File: src/logic/rv_settings.svh
`ifndef RV_SETTINGS_SVH
`define RV_SETTINGS_SVH

// datapath and address width
`define RV_XLEN 64

// register index width, 32 integer registers
`define RV_REG_ID_W 5

// memory depth in 32-bit words
// 1024 words gives 4 KiB, so the word index is pc[11:2]
`define RV_MEM_WORDS 1024

// first fetch address after reset
`define RV_PC_RESET 64'h0

// fixed instruction size in bytes
`define RV_INST_BYTES 4

`endif
File: src/logic/rv_pkg.sv
`default_nettype none

`include "rv_settings.svh"

package rv_pkg;

  // word index width of the unified memory
  localparam int unsigned RV_MEM_AW = $clog2(`RV_MEM_WORDS);

  // major opcodes of the supported subset
  typedef enum logic [6:0] {
    op_lui    = 7'b0110111,
    op_auipc  = 7'b0010111,
    op_jal    = 7'b1101111,
    op_jalr   = 7'b1100111,
    op_branch = 7'b1100011,
    op_load   = 7'b0000011,
    op_store  = 7'b0100011,
    op_imm    = 7'b0010011,
    op_reg    = 7'b0110011,
    op_system = 7'b1110011
  } rv_opcode_e;

  // alu operations
  // the branch conditions reuse the comparator and return 0 or 1
  typedef enum logic [3:0] {
    alu_add    = 4'd0,
    alu_sub    = 4'd1,
    alu_and    = 4'd2,
    alu_or     = 4'd3,
    alu_xor    = 4'd4,
    alu_slt    = 4'd5,
    alu_sltu   = 4'd6,
    alu_pass_b = 4'd7,
    alu_eq     = 4'd8,
    alu_ne     = 4'd9,
    alu_lt     = 4'd10,
    alu_ge     = 4'd11
  } rv_alu_op_e;

  // decoded control for one instruction
  typedef struct packed {
    rv_alu_op_e alu_op;
    // operand 2 comes from the immediate
    logic       need_imm;
    // operand 1 comes from the pc
    logic       is_auipc;
    logic       is_jal;
    logic       is_jalr;
    logic       is_branch;
    logic       is_load;
    logic       is_store;
    logic       reg_wen;
    logic       is_ebreak;
    logic       illegal;
  } rv_ctrl_t;

  // one retired instruction as seen from outside
  typedef struct packed {
    logic                      valid;
    logic [`RV_XLEN-1:0]       pc;
    logic [`RV_REG_ID_W-1:0]   rd;
    logic [`RV_XLEN-1:0]       wdata;
    logic                      wen;
  } rv_retire_t;

  // program load strobe, honoured only during reset
  typedef struct packed {
    logic                 we;
    logic [RV_MEM_AW-1:0] addr;
    logic [31:0]          data;
  } rv_load_t;

endpackage

`default_nettype wire

File: src/logic/rv_decoder.sv
`timescale 1ns/100ps
`default_nettype none

`include "rv_settings.svh"

module rv_decoder import rv_pkg::*; (
  input  wire logic [31:0]             inst,
  output logic      [`RV_REG_ID_W-1:0] rd,
  output logic      [`RV_REG_ID_W-1:0] rs1,
  output logic      [`RV_REG_ID_W-1:0] rs2,
  output logic      [`RV_XLEN-1:0]     imm,
  output rv_ctrl_t                     ctrl
);

  // the only system encoding we accept
  localparam logic [31:0] EBREAK_INST = 32'h0010_0073;

  rv_opcode_e          opcode;
  logic [2:0]          funct3;
  logic [6:0]          funct7;
  logic [`RV_XLEN-1:0] imm_i;
  logic [`RV_XLEN-1:0] imm_s;
  logic [`RV_XLEN-1:0] imm_b;
  logic [`RV_XLEN-1:0] imm_u;
  logic [`RV_XLEN-1:0] imm_j;

  assign opcode = rv_opcode_e'(inst[6:0]);
  assign funct3 = inst[14:12];
  assign funct7 = inst[31:25];

  // register fields sit at fixed positions in every format
  assign rd  = inst[11:7];
  assign rs1 = inst[19:15];
  assign rs2 = inst[24:20];

  // sign-extended immediates, one per format
  assign imm_i = {{(`RV_XLEN-12){inst[31]}}, inst[31:20]};
  assign imm_s = {{(`RV_XLEN-12){inst[31]}}, inst[31:25], inst[11:7]};
  assign imm_b = {{(`RV_XLEN-13){inst[31]}}, inst[31], inst[7], inst[30:25],
                  inst[11:8], 1'b0};
  assign imm_u = {{(`RV_XLEN-32){inst[31]}}, inst[31:12], 12'b0};
  assign imm_j = {{(`RV_XLEN-21){inst[31]}}, inst[31], inst[19:12], inst[20],
                  inst[30:21], 1'b0};

  always_comb begin
    ctrl        = '0;
    ctrl.alu_op = alu_add;
    imm         = imm_i;
    case (opcode)
      op_lui: begin
        // imm passes straight through the alu
        imm           = imm_u;
        ctrl.alu_op   = alu_pass_b;
        ctrl.need_imm = 1'b1;
        ctrl.reg_wen  = 1'b1;
      end
      op_auipc: begin
        imm           = imm_u;
        ctrl.need_imm = 1'b1;
        ctrl.is_auipc = 1'b1;
        ctrl.reg_wen  = 1'b1;
      end
      op_jal: begin
        // alu computes pc + imm as the target
        imm           = imm_j;
        ctrl.need_imm = 1'b1;
        ctrl.is_jal   = 1'b1;
        ctrl.reg_wen  = 1'b1;
      end
      op_jalr: begin
        ctrl.need_imm = 1'b1;
        ctrl.is_jalr  = 1'b1;
        ctrl.reg_wen  = 1'b1;
        ctrl.illegal  = (funct3 != 3'b000);
      end
      op_branch: begin
        // condition from rs1 vs rs2, target added in the top
        imm            = imm_b;
        ctrl.is_branch = 1'b1;
        case (funct3)
          3'b000:  ctrl.alu_op = alu_eq;
          3'b001:  ctrl.alu_op = alu_ne;
          3'b100:  ctrl.alu_op = alu_lt;
          3'b101:  ctrl.alu_op = alu_ge;
          default: ctrl.illegal = 1'b1;
        endcase
      end
      op_load: begin
        // ld only
        ctrl.need_imm = 1'b1;
        ctrl.is_load  = 1'b1;
        ctrl.reg_wen  = 1'b1;
        ctrl.illegal  = (funct3 != 3'b011);
      end
      op_store: begin
        // sd only
        imm           = imm_s;
        ctrl.need_imm = 1'b1;
        ctrl.is_store = 1'b1;
        ctrl.illegal  = (funct3 != 3'b011);
      end
      op_imm: begin
        ctrl.need_imm = 1'b1;
        ctrl.reg_wen  = 1'b1;
        case (funct3)
          3'b000:  ctrl.alu_op = alu_add;
          3'b010:  ctrl.alu_op = alu_slt;
          3'b011:  ctrl.alu_op = alu_sltu;
          3'b100:  ctrl.alu_op = alu_xor;
          3'b110:  ctrl.alu_op = alu_or;
          3'b111:  ctrl.alu_op = alu_and;
          // shifts are not supported
          default: ctrl.illegal = 1'b1;
        endcase
      end
      op_reg: begin
        ctrl.reg_wen = 1'b1;
        case ({funct7, funct3})
          {7'b0000000, 3'b000}: ctrl.alu_op = alu_add;
          {7'b0100000, 3'b000}: ctrl.alu_op = alu_sub;
          {7'b0000000, 3'b010}: ctrl.alu_op = alu_slt;
          {7'b0000000, 3'b011}: ctrl.alu_op = alu_sltu;
          {7'b0000000, 3'b100}: ctrl.alu_op = alu_xor;
          {7'b0000000, 3'b110}: ctrl.alu_op = alu_or;
          {7'b0000000, 3'b111}: ctrl.alu_op = alu_and;
          default:              ctrl.illegal = 1'b1;
        endcase
      end
      op_system: begin
        // no csr access, ebreak alone
        ctrl.is_ebreak = (inst == EBREAK_INST);
        ctrl.illegal   = (inst != EBREAK_INST);
      end
      default: begin
        ctrl.illegal = 1'b1;
      end
    endcase
    // an unsupported encoding must not write or jump anywhere
    if (ctrl.illegal) begin
      ctrl         = '0;
      ctrl.alu_op  = alu_add;
      ctrl.illegal = 1'b1;
    end
  end

endmodule

`default_nettype wire

File: config.mk
export PLATFORM = sky130hd
export DESIGN_NAME = rv_decoder
export DESIGN_NICKNAME = d
export VERILOG_FILES = /design/src/logic/rv_pkg.sv /design/src/logic/rv_decoder.sv
export VERILOG_INCLUDE_DIRS = /design/src /design/src/logic
export SDC_FILE = /design/constraint.sdc
export NUM_CORES = 1
export LEC_CHECK = 0
export BUFFER_PORTS_ARGS = -buffer_cell sky130_fd_sc_hd__buf_2
export CORE_MARGIN = 3
export CORE_UTILIZATION = 41
export DETAILED_ROUTE_END_ITERATION = 16
export GPL_TIMING_DRIVEN = 0
export PLACE_DENSITY = 0.95
export SYNTH_ARGS = -nofsm -noshare
export SYNTH_HDL_FRONTEND = slang
export SYNTH_SLANG_ARGS = --single-unit
File: constraint.sdc
create_clock -name vclk -period 5.6
set_clock_uncertainty 0.15 [all_clocks]
set_input_delay 0.84 -clock vclk [all_inputs]
set_output_delay 0.84 -clock vclk [all_outputs]
set_load 0.01 [all_outputs]
==> results.yml, run 1 <==
finish:
  clock_buffers: 0
  ff_latch_area_um2: 0
  nets: 336
  area_growth_pct: 51.5
  fill_cells: 258
  design.seq.count: 0
  layout-drive-gt1-share_pct: 63.2
  n_antenna_cell: 0
worst_setup_path:
  endpoint_kind: "primary output"
  critPathLaunchType: "input pin"
  cp_max_fo: 35
  slowest_delay_ns: 0.63
  crit_chain: "buf_2 -> or4_4 -> nor4_4 -> nand4_2 -> a311o_1 -> buf_2"
  critPathKind: "input pin to primary output"
  cp_slowest_cell: "or4_4"
  cp_common_cell: "buf_2"
  required_ns: 4.61
  worst_ep_arrival_time_ns: 2.65
placed_design:
  dp_hpwl_um: 3760
  dp_slack_ns: 1.97
  port_buffers: 122
  place_congestion: 0.932
clocking:
  cts_hold_buf: 0
  cts_setup_buffers: 0
  cts_resized: 0
timing:
  drv_slew: 0
  tightest_slew_ns: 0.579
  rsz0062_at_grt: "false"
  fmax_mhz: 275
  relSlewSlack_pct: 61.2
  holdWs_ns: 1.83
  min_period_ns: 3.64
  hold_viol_final: 0
  setup_viol_count_final: 0
  setup_tns_ns: 0
  fin_crit_sh_pct: 65.0
  setup_ws_ns: 1.96
power_and_ir_drop:
  p_seq_share_pct: 0
  p_leak_nw: 1.14
  peakVddDrop_mv: 0.0469
  pwr-share-clk_pct: 0
  power_density_mw_per_mm2: 73.4
  p_sw_share_pct: 51.1
  p_int_w: 0.0000686
  p_sw_w: 0.0000716
  comb_power_share_pct: 100.0
min_path:
  hold_path_class: "input pin to primary output"
  worstHoldPathCells: 3
synth:
  synth_compound_area_share_pct: 27.8
  ys_warn_count: 0
  synthMuxAreaShare_pct: 0.893
  seq_area_frac_synth_pct: 0
  yosys.area_share.xor_xnor_pct: 0
  syn_nets: 212
  synth_area_mm2: 0.00126
  synthSimpleGateAreaFrac_pct: 36.8
  yosys.area_share.adder_pct: 0
  synth_cell_types: 46
  syn_inst: 180
  syn_avg_cell_area_um2: 7.01
  synth_top_family_by_area: "simple AND/OR/NAND/NOR gates"
die:
  ios: 125
  die_height_um: 61.5
  die_w_um: 61.5
  initial_core_util_pct: 44.2
  die-area_mm2: 0.00378
  rows: 19
  coreArea_mm2: 0.00285
routing:
  routed_wl_um: 4540
  ant_nets: 0
  routedWlPerCell_um: 13.6
  firstDrtPassIters: 4
  drc_errors: 0
  drtIter0Drc: 92
  viasPerCell: 5.12
  vias: 1704
grt:
  grt.overflow.total: 0
  grt_max_degree: 36
  grt_pass1_vias: 1294
  grt_pass1_wl_um: 5950
  antenna_found_initial: 0
  track_usage_pct: 19.9
job:
  cap_violations: 0
outcome:
  status: "finished clean"
## power groups by stage
stage / Clock (W) / Combinational, W / Sequential, W
2_1_floorplan: 0 / 0.0000808 / 0
3_3_place_gp: 0 / 0.000138 / 0
3_5_place_dp: 0 / 0.000140 / 0
4_1_cts: 0 / 0.000140 / 0
5_1_grt: 0 / 0.000152 / 0
6_report: 0 / 0.000140 / 0
## worst paths after layout
| path | startpoint | endpoint | slack (ns) |
|---|---|---|---|
| hold / removal | inst[7] | rd[0] | 1.83 |
| setup / recovery | inst[31] | ctrl[0] | 1.96 |
## logic make-up after synthesis
kind of cell / after synthesis
and+or+nand+nor: 70
buffers and inverters: 62
AOI/OAI and AO/OA: 47
muxes: 1
## critical path, delay by kind of cell
| family | cells | cell delay (ns) |
|---|---|---|
| AND/OR/NAND/NOR | 3 | 1.02 |
| AO/OA/AOI/OAI | 1 | 0.38 |
| buffers and inverters | 2 | 0.41 |
## layout make-up
class / instances / area [µm²] / area share, %
well taps: 31 / 38.8 / 2.03
inverters: 4 / 15.0 / 0.786
multi-input cells: 118 / 826 / 43.2
plain buffers: 58 / 420 / 22.0
repair buffers: 122 / 611 / 32.0
## layer usage
metal / track usage [%] / vias to the layer above / wire, µm
met2: 35.8 / 92 / 2250
li1: - / 854 / -
met5: 0 / - / 0
met3: 1.89 / 4 / 458
met4: 2.42 / 0 / 41
met1: 26.3 / 754 / 1790
## cells in the final DEF, fill, tap and decap left out, types with 2 or more instances in the layout
cell       instances
buf_2            128
nor3b_1            3
buf_6              2
nor4_1             5
nor3_2             3
a21oi_1            3
and3b_1            2
o21a_1             2
o2bb2ai_1          4
o21ai_0            4
nand2b_1           4
a21o_1            19
nor2b_1            7
nor2_1            14
clkbuf_1           2
buf_4             48
nand3_1            3
inv_1              3
nor3_1             7
nand4b_1           2
a22o_1             5
nand2_1            8
## synthesized netlist by cell type, types with 3 or more instances
cell,n,area (µm²)
a21o_1,19,143
a21oi_1,3,15.0
a22o_1,5,43.8
buf_2,6,30.0
buf_4,48,360
inv_1,3,11.3
nand2_1,8,30.0
nand2b_1,4,25.0
nand3_1,3,15.0
nor2_1,14,52.6
nor2b_1,7,43.8
nor3_1,7,35.0
nor3_2,3,30.0
nor3b_1,3,22.5
nor4_1,5,31.3
o21ai_0,4,20.0
o2bb2ai_1,4,35.0
## metrics by stage
step | power, W | utilization (%) | instances | area [µm²]
after floorplan | 0.0000808 | - | 180 | 1260
after global placement | 0.000138 | 67.0 | 333 | 1910
after detailed placement | 0.000140 | 67.0 | 333 | 1910
after CTS | 0.000140 | 67.0 | 333 | 1910
after global routing | 0.000152 | 67.0 | 333 | 1910
final | 0.000140 | 67.0 | 333 | 1910
Note: power is estimated with default switching activity, not from simulation.
==> run 2: changes to the inputs <==
--- a/config.mk
+++ b/config.mk
@@ -8,10 +8,10 @@
 export LEC_CHECK = 0
 export BUFFER_PORTS_ARGS = -buffer_cell sky130_fd_sc_hd__buf_2
 export CORE_MARGIN = 3
-export CORE_UTILIZATION = 41
+export CORE_UTILIZATION = 35
 export DETAILED_ROUTE_END_ITERATION = 16
 export GPL_TIMING_DRIVEN = 0
-export PLACE_DENSITY = 0.95
+export PLACE_DENSITY = 0.93
 export SYNTH_ARGS = -nofsm -noshare
 export SYNTH_HDL_FRONTEND = slang
 export SYNTH_SLANG_ARGS = --single-unit
==> constraint.sdc (replaced) <==
create_clock -name vclk -period 3.3
set_clock_uncertainty 0.15 [all_clocks]
set_input_delay 0.495 -clock vclk [all_inputs]
set_output_delay 0.495 -clock vclk [all_outputs]
set_load 0.01 [all_outputs]
==> results.yml, run 2 (synthesis gave the netlist of run 1 again) <==
worst_setup_path:
  cp_top_family: "simple AND/OR/NAND/NOR gates"
  critPathKind: "input pin to primary output"
  cp_max_fo: 35
  worst_ep_arrival_time_ns: 2.33
  cp_num_buf_inv: 2
  endpoint_kind: "primary output"
  cp_slowest_cell: "or4_4"
  slowest_delay_ns: 0.63
  crit_chain: "buf_2 -> or4_4 -> nor4_4 -> nand4_2 -> a311o_1 -> buf_2"
  critPathLaunchType: "input pin"
  required_ns: 2.65
  cp_common_cell: "buf_2"
routing:
  drtIter0Drc: 62
  viasPerCell: 4.92
  ant_nets: 0
  routedWlPerCell_um: 13.2
  vias: 1712
  drc_errors: 0
  routed_wl_um: 4590
  firstDrtPassIters: 4
placed_design:
  port_buffers: 122
  place_congestion: 0.920
  dpl_cell_area_mm2: 0.00193
  dp_cells: 348
  dp_hpwl_um: 3740
  dp_slack_ns: 0.322
finish:
  final_cells: 348
  post-route-cell-area_mm2: 0.00193
  n_antenna_cell: 0
  nets: 336
  layout-drive-gt1-share_pct: 63.2
  final_common_cell: "buf_2"
  clock_buffers: 0
  area_growth_pct: 53.0
  final_cell_mix: "buf_2 (128), buf_4 (48), a21o_1 (19)"
  design.seq.count: 0
  ff_latch_area_um2: 0
  fill_cells: 346
die:
  ios: 125
  die_w_um: 66.0
  coreArea_mm2: 0.00342
  die_height_um: 66.0
  rows: 21
  initial_core_util_pct: 36.9
  die-area_mm2: 0.00436
timing:
  fmax_mhz: 336
  hold_viol_final: 0
  holdWs_ns: 1.14
  min_period_ns: 2.97
  setup_ws_ns: 0.325
  rsz0062_at_grt: "false"
  setup_viol_count_final: 0
  relSlewSlack_pct: 59.0
  fin_crit_sh_pct: 90.1
  tightest_slew_ns: 0.611
  setup_tns_ns: 0
  drv_slew: 0
clocking:
  cts_hold_buf: 0
  cts_resized: 0
  cts_setup_buffers: 0
grt:
  grt.overflow.total: 0
  grt_max_degree: 36
  track_usage_pct: 18.1
  grt_pass1_vias: 1469
  grt_pass1_wl_um: 6530
  antenna_found_initial: 0
job:
  cap_violations: 0
min_path:
  hold_path_class: "input pin to primary output"
power_and_ir_drop:
  p_leak_nw: 1.14
  peakVddDrop_mv: 0.0580
  power_density_mw_per_mm2: 123
outcome:
  status: "finished clean"
## run 2: cell counts in the layout (fill, tap and decap cells not counted)
No cell type changed its count.
## run 2: layer usage
metal	track usage, %	wire length, µm
met4	2.28	24
met3	1.19	429
met1	22.4	1800
met5	0	0
met2	34.8	2330
## run 2: cell type report
class / instances / area, µm² / share of cell area, %
tap: 46 / 57.6 / 2.98
inverter: 4 / 15.0 / 0.778
buffer: 58 / 420 / 21.8
timing repair buffer: 122 / 611 / 31.6
multi-input combinational: 118 / 826 / 42.8
## run 2: worst min-delay path: cells and delay by family
kind / cells / cell delay (ns)
buffers and inverters: 3 / 0.30
## run 2: final timing paths
kind	slack (ns)	cells past startpoint	endpoint	start
worst max-delay path	0.33	6	ctrl[0]	inst[31]
worst min-delay path	1.14	3	rs1[0]	inst[15]
## run 2: report_power, final
part | total [W] | switching, W | internal [W]
Sequential | 0 | 0 | 0
Clock | 0 | 0 | 0
Combinational | 0.000237 | 0.000120 | 0.000116
Total | 0.000237 | 0.000120 | 0.000116
## run 2: per-stage QoR
step,total power [W],util (%)
3_5_place_dp,0.000237,56.5
5_1_grt,0.000257,56.5
6_report,0.000237,56.5
3_3_place_gp,0.000232,56.5
4_1_cts,0.000238,56.5
2_1_floorplan,0.000137,-
==> run 3: changes to the inputs <==
--- a/config.mk
+++ b/config.mk
@@ -6,6 +6,7 @@
 export SDC_FILE = /design/constraint.sdc
 export NUM_CORES = 1
 export LEC_CHECK = 0
+export ABC_AREA = 1
 export BUFFER_PORTS_ARGS = -buffer_cell sky130_fd_sc_hd__buf_2
 export CORE_MARGIN = 3
 export CORE_UTILIZATION = 35
==> results.yml, run 3 <==
outcome:
  status: "finished clean"
finish:
  final_common_cell: "buf_2"
  final_cell_mix: "buf_2 (124), buf_4 (48), nand2_1 (46)"
  nets: 398
  ff_latch_area_um2: 0
  layout-drive-gt1-share_pct: 51.9
  design.seq.count: 0
  area_growth_pct: 53.8
  clock_buffers: 0
  n_antenna_cell: 0
worst_setup_path:
  worst_ep_arrival_time_ns: 1.92
  critPathKind: "input pin to primary output"
  cp_num_buf_inv: 2
  crit_chain: "buf_2 -> nor2_2 -> nand2_1 -> nand2_1 -> o21ai_0 -> nand3_1 -> nand4_4 -> nor2_1 -> buf_2"
  required_ns: 2.65
  cp_max_fo: 37
  cp_slowest_cell: "buf_2"
  cp_top_family: "simple AND/OR/NAND/NOR gates"
  endpoint_kind: "primary output"
  slowest_delay_ns: 0.46
  critPathLaunchType: "input pin"
  critPathLaunch: "inst[31]"
job:
  cap_violations: 0
synth:
  syn_inst: 240
  synth_area_mm2: 0.00126
  synthTopCellsByCount: "buf_4 (48), nand2_1 (46), nor2_1 (44), inv_1 (30), o21ai_0 (28)"
  seq_area_frac_synth_pct: 0
  synth_top_area_share_pct: 28.6
  syn_avg_cell_area_um2: 5.25
  ys_top_cells_by_area: "buf_4 (29%), nand2_1 (14%), nor2_1 (13%), o21ai_0 (11%), inv_1 (8.9%)"
  synth_cell_types: 24
  synth_area_leader_cell: "buf_4"
  ys_warn_count: 0
  post-synth-top-count-cell: "buf_4"
  syn_nets: 272
power_and_ir_drop:
  peakVddDrop_mv: 0.0394
  comb_power_share_pct: 100.0
  p_int_w: 0.000103
  power_density_mw_per_mm2: 114
  pwr-share-clk_pct: 0
  p_sw_w: 0.000119
  p_seq_share_pct: 0
  p_sw_share_pct: 53.6
  p_leak_nw: 1.24
timing:
  holdWs_ns: 1.13
  rsz0062_at_grt: "false"
  hold_viol_final: 0
  fmax_mhz: 390
  tightest_slew_ns: 0.572
  fin_crit_sh_pct: 77.8
  setup_tns_ns: 0
  drv_slew: 0
  relSlewSlack_pct: 61.9
  min_period_ns: 2.57
  setup_viol_count_final: 0
placed_design:
  dp_hpwl_um: 4090
  place_congestion: 0.920
  port_buffers: 124
clocking:
  cts_setup_buffers: 0
  cts_resized: 0
  cts_hold_buf: 0
grt:
  antenna_found_initial: 0
  track_usage_pct: 18.9
  grt_pass1_wl_um: 6820
  grt_pass1_vias: 1614
  grt_max_degree: 38
  grt.overflow.total: 0
routing:
  viasPerCell: 4.66
  vias: 1909
  routedWlPerCell_um: 11.2
  ant_nets: 0
  drc_errors: 0
  drtIter0Drc: 102
  routed_wl_um: 4610
  firstDrtPassIters: 4
die:
  ios: 125
  die-area_mm2: 0.00436
  coreArea_mm2: 0.00339
  initial_core_util_pct: 37.2
  die_w_um: 66
  rows: 21
  die_height_um: 66
min_path:
  hold_path_startpoint: "inst[15]"
  hold_path_class: "input pin to primary output"
[run 3: cell count changes in the layout (fill, tap and decap cells not counted), sizes merged, moves of 5 or more]
cell / before / now
nand3: 3 / 13
a22o: 5 / 0
a21o: 19 / 0
nor3: 11 / 3
o21ai: 5 / 29
nand2: 8 / 51
buf: 178 / 173
inv: 4 / 32
nor2b: 7 / 0
nor2: 14 / 50
[run 3: stage by stage]
step / area, µm² / total power [W] / util, % / std cells / worst slack [ns]
2_1_floorplan: 1260 / 0.000125 / - / 240 / 1.20
3_3_place_gp: 1940 / 0.000218 / 57.2 / 410 / 0.778
3_5_place_dp: 1940 / 0.000222 / 57.2 / 410 / 0.716
4_1_cts: 1940 / 0.000222 / 57.2 / 410 / 0.713
5_1_grt: 1940 / 0.000241 / 57.2 / 410 / 0.547
6_report: 1940 / 0.000221 / 57.2 / 410 / 0.734
[run 3: path summary, 6_finish.rpt]
check,endpoint,depth (start not counted)
max,ctrl[9],9
min,rs1[0],3
[run 3: cell families after synthesis]
| family | after synthesis | synth area share, % |
|---|---|---|
| simple gates | 123 | 45.7 |
| buf+inv | 83 | 39.8 |
| compound gates | 34 | 14.5 |
[run 3: layer usage]
layer | global-route usage [%] | routed length (µm) | vias to the layer above
met3 | 1.70 | 423 | 8
met2 | 38.7 | 2450 | 96
met1 | 20.2 | 1650 | 845
met4 | 4.82 | 85 | 0
met5 | 0 | 0 | -
li1 | - | - | 960
[run 3: tightest hold or removal path: stages]
cell and delay [ns]:
buf_2 0.09, buf_4 0.09, buf_2 0.11
[run 3: power by group through the flow]
stage,clock [W],combinational [W],sequential (W)
6_report,0,0.000221,0
5_1_grt,0,0.000241,0
4_1_cts,0,0.000222,0
3_5_place_dp,0,0.000222,0
3_3_place_gp,0,0.000218,0
2_1_floorplan,0,0.000125,0
[run 3: area by class of cell]
type | count | area [µm²]
fill | 359 | 1450
multi-input combinational | 157 | 758
timing repair buffer | 124 | 621
buffer | 51 | 379
inverter | 32 | 123
tap | 46 | 57.6
