--- config.mk ---
export PLATFORM = sky130hd
export DESIGN_NAME = rv_alu
export DESIGN_NICKNAME = d
export VERILOG_FILES = /design/src/logic/rv_pkg.sv /design/src/logic/rv_alu.sv
export VERILOG_INCLUDE_DIRS = /design/src /design/src/logic
export SDC_FILE = /design/constraint.sdc
export NUM_CORES = 1
export LEC_CHECK = 0
export ABC_AREA = 1
export BUFFER_PORTS_ARGS = -buffer_cell sky130_fd_sc_hd__buf_2
export CAP_MARGIN = 20
export CORE_ASPECT_RATIO = 0.8
export CORE_MARGIN = 1
export CORE_UTILIZATION = 55
export DETAILED_ROUTE_END_ITERATION = 8
export PLACE_DENSITY = 0.9
export SLEW_MARGIN = 40
export SYNTH_ARGS = -nofsm -noshare
export SYNTH_HDL_FRONTEND = slang
export SYNTH_SLANG_ARGS = --single-unit
--- constraint.sdc ---
create_clock -name vclk -period 1.6
set_input_delay 0 -clock vclk [all_inputs]
set_output_delay 0 -clock vclk [all_outputs]
set_load 0.05 [all_outputs]
--- src/logic/rv_settings.svh ---
`ifndef RV_SETTINGS_SVH
`define RV_SETTINGS_SVH

// datapath and address width
`define RV_XLEN 64

// register index width, 32 integer registers
`define RV_REG_ID_W 5

// memory depth in 32-bit words
// 1024 words gives 4 KiB, so the word index is pc[11:2]
`define RV_MEM_WORDS 1024

// first fetch address after reset
`define RV_PC_RESET 64'h0

// fixed instruction size in bytes
`define RV_INST_BYTES 4

`endif
--- src/logic/rv_pkg.sv ---
`default_nettype none

`include "rv_settings.svh"

package rv_pkg;

  // word index width of the unified memory
  localparam int unsigned RV_MEM_AW = $clog2(`RV_MEM_WORDS);

  // major opcodes of the supported subset
  typedef enum logic [6:0] {
    op_lui    = 7'b0110111,
    op_auipc  = 7'b0010111,
    op_jal    = 7'b1101111,
    op_jalr   = 7'b1100111,
    op_branch = 7'b1100011,
    op_load   = 7'b0000011,
    op_store  = 7'b0100011,
    op_imm    = 7'b0010011,
    op_reg    = 7'b0110011,
    op_system = 7'b1110011
  } rv_opcode_e;

  // alu operations
  // the branch conditions reuse the comparator and return 0 or 1
  typedef enum logic [3:0] {
    alu_add    = 4'd0,
    alu_sub    = 4'd1,
    alu_and    = 4'd2,
    alu_or     = 4'd3,
    alu_xor    = 4'd4,
    alu_slt    = 4'd5,
    alu_sltu   = 4'd6,
    alu_pass_b = 4'd7,
    alu_eq     = 4'd8,
    alu_ne     = 4'd9,
    alu_lt     = 4'd10,
    alu_ge     = 4'd11
  } rv_alu_op_e;

  // decoded control for one instruction
  typedef struct packed {
    rv_alu_op_e alu_op;
    // operand 2 comes from the immediate
    logic       need_imm;
    // operand 1 comes from the pc
    logic       is_auipc;
    logic       is_jal;
    logic       is_jalr;
    logic       is_branch;
    logic       is_load;
    logic       is_store;
    logic       reg_wen;
    logic       is_ebreak;
    logic       illegal;
  } rv_ctrl_t;

  // one retired instruction as seen from outside
  typedef struct packed {
    logic                      valid;
    logic [`RV_XLEN-1:0]       pc;
    logic [`RV_REG_ID_W-1:0]   rd;
    logic [`RV_XLEN-1:0]       wdata;
    logic                      wen;
  } rv_retire_t;

  // program load strobe, honoured only during reset
  typedef struct packed {
    logic                 we;
    logic [RV_MEM_AW-1:0] addr;
    logic [31:0]          data;
  } rv_load_t;

endpackage

`default_nettype wire

--- src/logic/rv_alu.sv ---
`timescale 1ns/100ps
`default_nettype none

`include "rv_settings.svh"

module rv_alu import rv_pkg::*; (
  input  wire logic [`RV_XLEN-1:0] operand_1,
  input  wire logic [`RV_XLEN-1:0] operand_2,
  input  wire rv_alu_op_e          alu_op,
  output logic      [`RV_XLEN-1:0] alu_result
);

  logic lt_signed;
  logic lt_unsigned;
  logic equal;

  // shared comparators for slt, sltu and the branches
  assign lt_signed   = $signed(operand_1) < $signed(operand_2);
  assign lt_unsigned = operand_1 < operand_2;
  assign equal       = operand_1 == operand_2;

  always_comb begin
    case (alu_op)
      alu_add:    alu_result = operand_1 + operand_2;
      alu_sub:    alu_result = operand_1 - operand_2;
      alu_and:    alu_result = operand_1 & operand_2;
      alu_or:     alu_result = operand_1 | operand_2;
      alu_xor:    alu_result = operand_1 ^ operand_2;
      // comparisons land in bit 0
      alu_slt:    alu_result = {{(`RV_XLEN-1){1'b0}}, lt_signed};
      alu_sltu:   alu_result = {{(`RV_XLEN-1){1'b0}}, lt_unsigned};
      // lui
      alu_pass_b: alu_result = operand_2;
      // branch conditions, 1 means taken
      alu_eq:     alu_result = {{(`RV_XLEN-1){1'b0}}, equal};
      alu_ne:     alu_result = {{(`RV_XLEN-1){1'b0}}, ~equal};
      alu_lt:     alu_result = {{(`RV_XLEN-1){1'b0}}, lt_signed};
      alu_ge:     alu_result = {{(`RV_XLEN-1){1'b0}}, ~lt_signed};
      default:    alu_result = '0;
    endcase
  end

endmodule

`default_nettype wire

==> flow_summary_export.csv, run 1 <==
group,metric,value,unit
global_routing,grt_max_degree,38,
synth,synth_area,15200,µm²
floorplanning,fp.dieH,151,µm
global_routing,grt_pass1_vias,34500,
global_routing,grt_usage,95.1,%
synth,synthCells,3091,
floorplanning,start_util,55.9,%
synth,ys_seq_area_share,0,%
outcome,stop_error,"[ERROR GRT-0116] Global routing finished with congestion. Check the congestion regions in the DRC Viewer.",
global_routing,grt_overflow,802,
synth,synth_area_leaders,"nand2_1 26%, ha_1 18%, inv_1 18%, nand3_1 9.0%, nor2_1 6.6%",
place,dpl_cell_area,21900,µm²
synth,syn_nets,3444,
synth,synth_common_cells,"1036 x nand2_1, 712 x inv_1, 272 x nand3_1, 267 x nor2_1, 219 x ha_1",
global_routing,grt_pass1_wl,208000,µm
synth,synth_top_area_share,25.6,%
floorplanning,io_pins,196,
place,place_congestion,1.30,
place,portBuffers,196,
place,hpwlAfterDp,70700,µm
clocking,cts_hold_buf,0,
floorplanning,die_w,188,µm
synth,syn_area_per_cell,4.91,µm²
outcome,outcome,"did not finish",
place,dp_cells,4144,
floorplanning,rows,54,
synth,synth_cell_type_count,41,
synth,yosys_warnings,0,
outcome,stop_stage,"global routing (5_1_grt)",
synth,synth.largest_area_cell,"nand2_1",
synth,yosysMostFrequentCell,"nand2_1",
## logic make-up after synthesis
| family | after synthesis | synth area share [%] |
|---|---|---|
| and+or+nand+nor | 1666 | 45.1 |
| AOI/OAI and AO/OA | 392 | 15.5 |
| xor gates and xnor gates | 3 | 0.173 |
| adders and majority gates | 221 | 18.3 |
| buffers and inverters | 809 | 20.9 |
## metal layers
metal  GRT overflow  GRT usage, %
met4            211           101
met1             68          91.5
met3             62          87.2
met2            454           106
met5              7          75.5
## stage by stage
stage	setup WS, ns	TNS [ns]	util, %	hold slack, ns
3_3_place_gp	-0.662	-29.15	80.6	0.516
2_1_floorplan	-0.353	-1.72	-	0.254
3_5_place_dp	-0.794	-36.51	80.6	0.524
4_1_cts	-0.418	-17.91	91.1	0.478
## repair_timing
action / 4_1_cts
gates resized for setup: 773
setup buffers: 42
setup endpoints to repair: 64
pin swaps: 163
==> inputs of run 2 (changes only) <==
--- a/config.mk
+++ b/config.mk
@@ -9,11 +9,10 @@
 export ABC_AREA = 1
 export BUFFER_PORTS_ARGS = -buffer_cell sky130_fd_sc_hd__buf_2
 export CAP_MARGIN = 20
-export CORE_ASPECT_RATIO = 0.8
 export CORE_MARGIN = 1
-export CORE_UTILIZATION = 55
+export CORE_UTILIZATION = 40
 export DETAILED_ROUTE_END_ITERATION = 8
-export PLACE_DENSITY = 0.9
+export PLACE_DENSITY_LB_ADDON = 0.15
 export SLEW_MARGIN = 40
 export SYNTH_ARGS = -nofsm -noshare
 export SYNTH_HDL_FRONTEND = slang
==> constraint.sdc (replaced) <==
create_clock -name vclk -period 2.1
set_input_delay 0 -clock vclk [all_inputs]
set_output_delay 0 -clock vclk [all_outputs]
set_load 0.05 [all_outputs]
==> flow_summary_export.csv, run 2 <==
group,metric,value,unit
outcome,outcome,"finished, violations left",
outcome,violations,"setup timing",
routing,wl_met1,36500,µm
power,total_power,0.00749,W
floorplanning,core_area,37000,µm²
global_routing,grt_overflow,0,
floorplanning,io_pins,196,
place,place_congestion,1.11,
hold_path,hp-start,"operand_2[63]",
worst_setup_path,crit_type,"primary input to output pin",
cells_and_area,layout_common_cells,"865 x nand2_1, 682 x buf_4, 637 x inv_1, 200 x nand3_1, 160 x ha_1",
routing,viasPerCell,5.50,
synth,synth_common_cells,"1036 x nand2_1, 712 x inv_1, 272 x nand3_1, 267 x nor2_1, 219 x ha_1",
timing,rsz0062_at_grt,"yes",
floorplanning,die_area,38700,µm²
floorplanning,fp.dieH,197,µm
timing,hold_violations,0,
place,post-place-ws,-0.470,ns
synth,yosys_warnings,0,
place,portBuffers,196,
synth,syn_area_per_cell,4.91,µm²
routing,wl_met2,36900,µm
timing,slew_headroom,52.2,%
global_routing,grt_max_degree,55,
global_routing,antenna_found_initial,2,
cells_and_area,final_cells,4415,
timing,final_max_slew_viol_count,0,
worst_setup_path,critPathArrivalTime,2.15,ns
floorplanning,rows,70,
place,dp_cells,4400,
timing,min_period,2.15,ns
global_routing,grt_usage,43.7,%
routing,wl,89800,µm
routing,wl_met3,11700,µm
worst_setup_path,cpMostUsedCell,"nand2_2",
place,dpl_cell_area,21700,µm²
cells_and_area,nClkBuffers,0,
worst_setup_path,crit_buf_inv,3,
cells_and_area,final_cell_area,25100,µm²
routing,drc,0,
timing,finalSetupViolations,8,
cells_and_area,layout_commonest_cell,"nand2_1",
synth,synthCells,3091,
timing,max_freq,466,MHz
place,hpwlAfterDp,73700,µm
worst_setup_path,worstPathMaxFanout,4,
cells_and_area,area_delta_synth_final,65.2,%
timing,finalWorstSetupSlack,-0.0476,ns
worst_setup_path,cp_top_family,"simple AND/OR/NAND/NOR gates",
hold_path,min_path_type,"primary input to output pin",
worst_setup_path,crit_chain,"buf_4, ha_4, fa_2, inv_2, nand2_2, nand2_2, nand3_1, nand2_2, nand2_1, nand2_2, nand2_4, nand2_4, nand2_4, nand2_1, nand2_1, nand3_1, nand3_2, buf_8",
floorplanning,die_w,197,µm
synth,synth_area_leaders,"nand2_1 26%, ha_1 18%, inv_1 18%, nand3_1 9.0%, nor2_1 6.6%",
cells_and_area,layout-drive-gt1-share,39.7,%
power,power_leakage,14.3,nW
power,ir_drop,0.199,mV
global_routing,grt_pass1_wl,129000,µm
synth,synth_top_area_share,25.6,%
synth,ys_seq_area_share,0,%
routing,ant_nets,0,
hold_path,min_path_cells,4,
clocking,cts_hold_buf,0,
routing,route.vias.total,24300,
routing,drtIter0Drc,2851,
routing,routed.top_layer,"met5",
cells_and_area,fillerInstances,3390,
cells_and_area,nFlopsAndLatches,0,
timing,finalSetupTns,-0.152,ns
cells_and_area,fin_nets,4264,
synth,yosysMostFrequentCell,"nand2_1",
routing,wl_per_cell,20.3,µm
worst_setup_path,cp_slowest_cell,"fa_2",
synth,synth.largest_area_cell,"nand2_1",
routing,dr.pass1.iters,6,
worst_setup_path,critPathLaunchType,"primary input",
power,power_density,299,nW/µm²
global_routing,grt_pass1_vias,22900,
worst_setup_path,worstPathRequired,2.10,ns
worst_setup_path,cp_slowest_stage_delay,0.36,ns
cells_and_area,register_area,0,µm²
worst_setup_path,worstSetupEndpointType,"output pin",
synth,synth_area,15200,µm²
floorplanning,start_util,41.1,%
flow_run,max_cap_violations,0,
timing,tightest_slew,0.716,ns
timing,min_period_over_period,102,%
synth,synth_cell_type_count,41,
synth,syn_nets,3444,
hold_path,min_to,"alu_result[63]",
[run 2: cell counts after synthesis]
Identical to the previous run, type by type.
[run 2: kinds of logic (layout without fill, tap and decap cells)]
group	count (synthesis)	in the layout	synth area share (%)
adders and majority gates	221	221	18.3
and+or+nand+nor	1666	1666	45.1
buffers and inverters	809	1627	20.9
AOI/OAI and AO/OA	392	392	15.5
other	0	2	0
xor gates and xnor gates	3	3	0.173
[run 2: stage by stage]
stage	utilization (%)	hold WS, ns
CTS	62.9	0.449
global placement	58.7	0.507
global route	67.8	0.439
finish	67.9	0.416
floorplan	-	0.408
detailed placement	58.7	0.506
[run 2: layout make-up]
| class | count | area, µm² | share of cell area (%) |
|---|---|---|---|
| multi-input combinational | 2282 | 14800 | 59.1 |
| inverter | 723 | 2720 | 10.9 |
| timing repair buffer | 904 | 6910 | 27.6 |
| tap | 504 | 631 | 2.51 |
| antenna | 2 | 5.00 | 0.0200 |
[run 2: power breakdown]
group / switching (W) / internal, W
sequential: 0 / 0
combinational: 0.00451 / 0.00298
clock: 0 / 0.0000000000691
[run 2: how the worst max path moves through the flow]
| stage | startpoint | to | slack, ns | cells after the start |
|---|---|---|---|---|
| 2_1_floorplan | operand_1[0] | alu_result[24] | 0.05 | 12 |
| 6_report | operand_2[0] | alu_result[0] | -0.05 | 18 |
| 4_1_cts | operand_1[25] | alu_result[36] | -0.02 | 17 |
| 3_3_place_gp | operand_1[10] | alu_result[0] | -0.53 | 16 |
| 5_1_grt | operand_2[0] | alu_result[40] | -0.15 | 17 |
| 3_5_place_dp | operand_1[25] | alu_result[36] | -0.47 | 17 |
[run 2: repair_timing]
action / CTS / global route
pin swaps: 35 / 120
setup endpoints to repair: 55 / 56
gates resized for setup: 396 / 538
setup buffers: 4 / 9
[run 2: tightest hold or removal path, cell delays in order]
cell and delay (ns):
buf_2 0.10, a221oi_1 0.08, nand3_2 0.08, buf_6 0.15
[run 2: layer usage]
layer  GRT usage [%]  vias up
li1                -    11200
met1            59.3    11200
met2            67.0     1599
met3            9.39      319
met4            17.2        2
met5               0        -
No activity file was read; power rests on OpenSTA's default activity.
==> inputs of run 3 (changes only) <==
--- a/config.mk
+++ b/config.mk
@@ -13,6 +13,7 @@
 export CORE_UTILIZATION = 40
 export DETAILED_ROUTE_END_ITERATION = 8
 export PLACE_DENSITY_LB_ADDON = 0.15
+export SETUP_SLACK_MARGIN = 0.1
 export SLEW_MARGIN = 40
 export SYNTH_ARGS = -nofsm -noshare
 export SYNTH_HDL_FRONTEND = slang
==> constraint.sdc (replaced) <==
create_clock -name vclk -period 2.5
set_input_delay 0 -clock vclk [all_inputs]
set_output_delay 0 -clock vclk [all_outputs]
set_load 0.05 [all_outputs]
==> flow_summary_export.csv, run 3 (synthesis results as in run 2) <==
group,metric,value,unit
worst_setup_path,worstPathRequired,2.50,ns
power,pwr-share-comb,100.0,%
cells_and_area,nClkBuffers,0,
floorplanning,io_pins,196,
routing,dr.pass1.iters,6,
timing,min_period_over_period,95.1,%
timing,hold_violations,0,
floorplanning,die_w,197,µm
flow_run,max_cap_violations,0,
global_routing,grt_pass1_vias,20000,
cells_and_area,fin_util,53.5,%
worst_setup_path,worstPathMaxFanout,6,
routing,wl_per_cell,20.2,µm
worst_setup_path,crit_chain,"buf_2, inv_1, ha_2, buf_4, nor2_1, nand2_1, inv_1, nand2_1, nand2_1, a21oi_1, nand2_2, a21oi_1, o21ai_0, buf_4, o211ai_1, buf_4",
cells_and_area,layout_commonest_cell,"nand2_1",
timing,max_freq,421,MHz
place,hpwlAfterDp,68500,µm
cells_and_area,layout_common_cells,"991 x nand2_1, 709 x inv_1, 326 x buf_4, 259 x nand3_1, 222 x nor2_1",
cells_and_area,fillerInstances,4063,
floorplanning,core_area,37000,µm²
place,place_congestion,1.03,
cells_and_area,antenna_cells,0,
power,ir_drop,0.170,mV
worst_setup_path,cp_slowest_cell,"ha_2",
global_routing,grt_pass1_wl,117000,µm
cells_and_area,nFlopsAndLatches,0,
timing,rsz0062_at_grt,"yes",
place,portBuffers,196,
timing,tightest_slew,0.717,ns
cells_and_area,fin_nets,3872,
clocking,cts_hold_buf,0,
worst_setup_path,crit_start,"operand_2[27]",
worst_setup_path,critPathLaunchType,"primary input",
cells_and_area,layout-drive-gt1-share,20.9,%
worst_setup_path,cp_top_family,"buffers and inverters",
timing,finalSetupTns,0,ns
hold_path,min_path_cells,4,
power,switchingPower,0.00322,W
cells_and_area,register_area,0,µm²
hold_path,hp-start,"operand_2[38]",
worst_setup_path,critPathArrivalTime,2.38,ns
power,p_int,0.00164,W
worst_setup_path,cp_num_cells,16,
floorplanning,start_util,41.1,%
power,power_leakage,11.8,nW
power,pwr-share-clk,0,%
worst_setup_path,cp_slowest_stage_delay,0.42,ns
routing,viasPerCell,5.40,
worst_setup_path,worstSetupEndpointType,"output pin",
timing,min_period,2.38,ns
routing,route.vias.total,21700,
worst_setup_path,crit_type,"primary input to output pin",
timing,final_max_slew_viol_count,0,
timing,timing.hold.ws,0.446,ns
floorplanning,rows,70,
global_routing,grt_max_degree,65,
hold_path,min_to,"alu_result[38]",
outcome,outcome,"finished, final reports clean",
hold_path,min_path_type,"primary input to output pin",
power,power_density,246,nW/µm²
routing,drtIter0Drc,2338,
global_routing,grt_usage,40.1,%
routing,wl,81200,µm
floorplanning,die_area,38700,µm²
power,power_frac_seq,0,%
global_routing,antenna_found_initial,2,
power,power_switching_share,66.3,%
routing,ant_nets,0,
timing,slew_headroom,52.2,%
routing,drc,0,
worst_setup_path,crit_buf_inv,6,
timing,finalSetupViolations,0,
global_routing,grt_overflow,0,
cells_and_area,area_delta_synth_final,30.3,%
floorplanning,fp.dieH,197,µm
run 3: power groups by stage:
stage               Combinational, W  Sequential [W]  Clock (W)
floorplan                    0.00254               0          0
global placement             0.00439               0          0
detailed placement           0.00443               0          0
CTS                          0.00449               0          0
global route                 0.00519               0          0
finish                       0.00486               0          0
run 3: timing repair:
action,4_1_cts,5_1_grt
resized for setup,41,227
setup buffers,0,1
setup endpoints to repair,33,51
pin swaps,0,9
run 3: worst min-delay path, cell delays in order:
cell and delay, ns:
buf_2 0.10, a221oi_1 0.07, nand3_1 0.08, buf_4 0.19
run 3: worst max-delay path by stage:
stage	endpoint	slack [ns]
after detailed placement	alu_result[62]	-0.08
after global routing	alu_result[63]	0.04
final	alu_result[31]	0.12
after CTS	alu_result[62]	0.07
after floorplan	alu_result[12]	0.21
after global placement	alu_result[62]	-0.03
run 3: final cells by class:
class / instances / area, µm² / area share [%]
multi-input combinational: 2282 / 12800 / 64.8
timing repair buffer: 512 / 3610 / 18.3
inverter: 723 / 2710 / 13.7
tap: 504 / 631 / 3.19
run 3: per-layer routing:
layer | share of wire [%] | vias up | track usage (%) | wire (µm)
met5 | 0.037 | - | 0 | 30
met4 | 3.3 | 4 | 10.8 | 2680
met3 | 12 | 153 | 8.61 | 10000
met2 | 41 | 1209 | 60.7 | 33100
met1 | 44 | 9973 | 56.5 | 35300
li1 | - | 10400 | - | -
run 3: metrics by stage:
step / cells / area, µm² / setup slack (ns) / power (W)
2_1_floorplan: 3091 / 15200 / 0.210 / 0.00254
3_3_place_gp: 4020 / 18900 / -0.0276 / 0.00439
3_5_place_dp: 4020 / 18900 / -0.0806 / 0.00443
4_1_cts: 4020 / 19000 / 0.0723 / 0.00449
5_1_grt: 4021 / 19800 / 0.0398 / 0.00519
6_report: 4021 / 19800 / 0.123 / 0.00486
==> inputs of run 4 (changes only) <==
--- a/config.mk
+++ b/config.mk
@@ -12,9 +12,9 @@
 export CORE_MARGIN = 1
 export CORE_UTILIZATION = 40
 export DETAILED_ROUTE_END_ITERATION = 8
+export GPL_TIMING_DRIVEN = 0
 export PLACE_DENSITY_LB_ADDON = 0.15
 export SETUP_SLACK_MARGIN = 0.1
-export SLEW_MARGIN = 40
 export SYNTH_ARGS = -nofsm -noshare
 export SYNTH_HDL_FRONTEND = slang
 export SYNTH_SLANG_ARGS = --single-unit
==> flow_summary_export.csv, run 4 (synthesis results as in run 2) <==
group,metric,value,unit
outcome,outcome,"finished, final reports clean",
routing,drtIter0Drc,2876,
place,place_congestion,1.05,
routing,wl_per_cell,22.6,µm
routing,ant_nets,0,
power,power_frac_seq,0,%
timing,finalSetupTns,0,ns
worst_setup_path,cp_slowest_stage_delay,0.59,ns
floorplanning,rows,70,
timing,rsz0062_at_grt,"yes",
worst_setup_path,worstPathMaxFanout,9,
power,power_switching_share,71.5,%
global_routing,grt_max_degree,11,
timing,tightest_slew,1.10,ns
floorplanning,fp.dieH,197,µm
floorplanning,io_pins,196,
clocking,cts_hold_buf,0,
worst_setup_path,worstSetupEndpointType,"output pin",
worst_setup_path,critPathLaunchType,"primary input",
floorplanning,core_area,37000,µm²
cells_and_area,nClkBuffers,0,
timing,hold_violations,0,
worst_setup_path,cp_slowest_cell,"a221oi_2",
power,pwr-share-comb,100.0,%
place,portBuffers,196,
global_routing,antenna_found_initial,0,
global_routing,grt_pass1_vias,19500,
cells_and_area,layout_common_cells,"968 x nand2_1, 699 x inv_1, 248 x nand3_1, 216 x nor2_1, 204 x ha_1",
power,ir_drop,0.187,mV
global_routing,grt_pass1_wl,121000,µm
cells_and_area,layout-drive-gt1-share,18.0,%
power,switchingPower,0.00332,W
routing,drc,0,
power,pwr-share-clk,0,%
timing,min_period,2.48,ns
cells_and_area,antenna_cells,0,
global_routing,grt_usage,42.8,%
place,post-place-ws,-0.844,ns
timing,max_freq,404,MHz
floorplanning,start_util,41.1,%
flow_run,max_cap_violations,0,
cells_and_area,fillerInstances,4176,
routing,route.vias.total,21600,
worst_setup_path,crit_chain,"buf_2, inv_1, nand2_1, inv_1, nand2_1, clkinv_2, clkbuf_1, buf_8, a221oi_2, nand3_1, buf_4",
cells_and_area,fin_nets,3690,
cells_and_area,nFlopsAndLatches,0,
power,p_int,0.00132,W
worst_setup_path,crit_type,"primary input to output pin",
routing,wl,86800,µm
routing,viasPerCell,5.63,
timing,min_period_over_period,99.0,%
cells_and_area,layout_commonest_cell,"nand2_1",
hold_path,min_path_type,"primary input to output pin",
cells_and_area,area_delta_synth_final,23.0,%
timing,final_max_slew_viol_count,0,
timing,finalSetupViolations,0,
cells_and_area,final_cells,3839,
power,power_density,249,nW/µm²
cells_and_area,fin_util,50.5,%
routing,dr.pass1.iters,7,
power,power_leakage,11.1,nW
timing,finalWorstSetupSlack,0.0241,ns
place,hpwlAfterDp,73400,µm
worst_setup_path,worstPathRequired,2.50,ns
floorplanning,die_area,38700,µm²
worst_setup_path,critPathArrivalTime,2.48,ns
timing,slew_headroom,26.9,%
floorplanning,die_w,197,µm
cells_and_area,register_area,0,µm²
place,dp_cells,3802,
global_routing,grt_overflow,0,
[run 4: cell types whose count changed in the layout (fill, tap and decap cells not counted), sizes merged]
| cell | before | now |
|---|---|---|
| buf | 499 | 286 |
| clkbuf | 13 | 44 |
| clkinvlp | 0 | 5 |
| inv | 721 | 716 |
[run 4: path summary, 6_finish.rpt]
check           from              to  slack, ns  cells after the start
max        alu_op[1]  alu_result[58]       0.02                     11
min    operand_2[42]  alu_result[42]       0.46                      4
[run 4: power by group through the flow]
stage | clock, W | combinational (W) | sequential, W
CTS | 0 | 0.00412 | 0
detailed placement | 0 | 0.00396 | 0
finish | 0 | 0.00465 | 0
floorplan | 0 | 0.00254 | 0
global placement | 0 | 0.00391 | 0
global route | 0 | 0.00491 | 0
[run 4: cell type report]
cell class | instances | area [µm²] | area share, %
timing repair buffer | 244 | 1550 | 8.29
buffer | 86 | 559 | 3.00
tap | 504 | 631 | 3.38
multi-input combinational | 2282 | 13200 | 70.7
inverter | 723 | 2740 | 14.6
[run 4: worst max-delay path, delay by kind of cell]
| kind | cells | cell delay [ns] |
|---|---|---|
| buffers and inverters | 7 | 1.42 |
| AND/OR/NAND/NOR | 3 | 0.42 |
| AO/OA/AOI/OAI | 1 | 0.59 |
[run 4: routing by layer]
metal | part of all wire, % | global-route usage [%] | up-vias
li1 | - | - | 10000
met1 | 41 | 58.9 | 9965
met2 | 40 | 62.6 | 1352
met3 | 14 | 10.6 | 238
met4 | 5.1 | 18.1 | 0
met5 | 0 | 0 | -
[run 4: timing repair]
action / 4_1_cts / 5_1_grt
endpoints found under the setup margin: 55 / 50
pin swaps: 9 / 36
gates resized for setup: 121 / 298
buffers inserted: 9 / 28
[run 4: through the flow]
step           hold WS [ns]  area, µm²  power (W)
5_1_grt               0.468      18700    0.00491
6_report              0.459      18700    0.00465
3_5_place_dp          0.504      17000    0.00396
4_1_cts               0.488      17500    0.00412
2_1_floorplan         0.408      15200    0.00254
3_3_place_gp          0.485      16800    0.00391
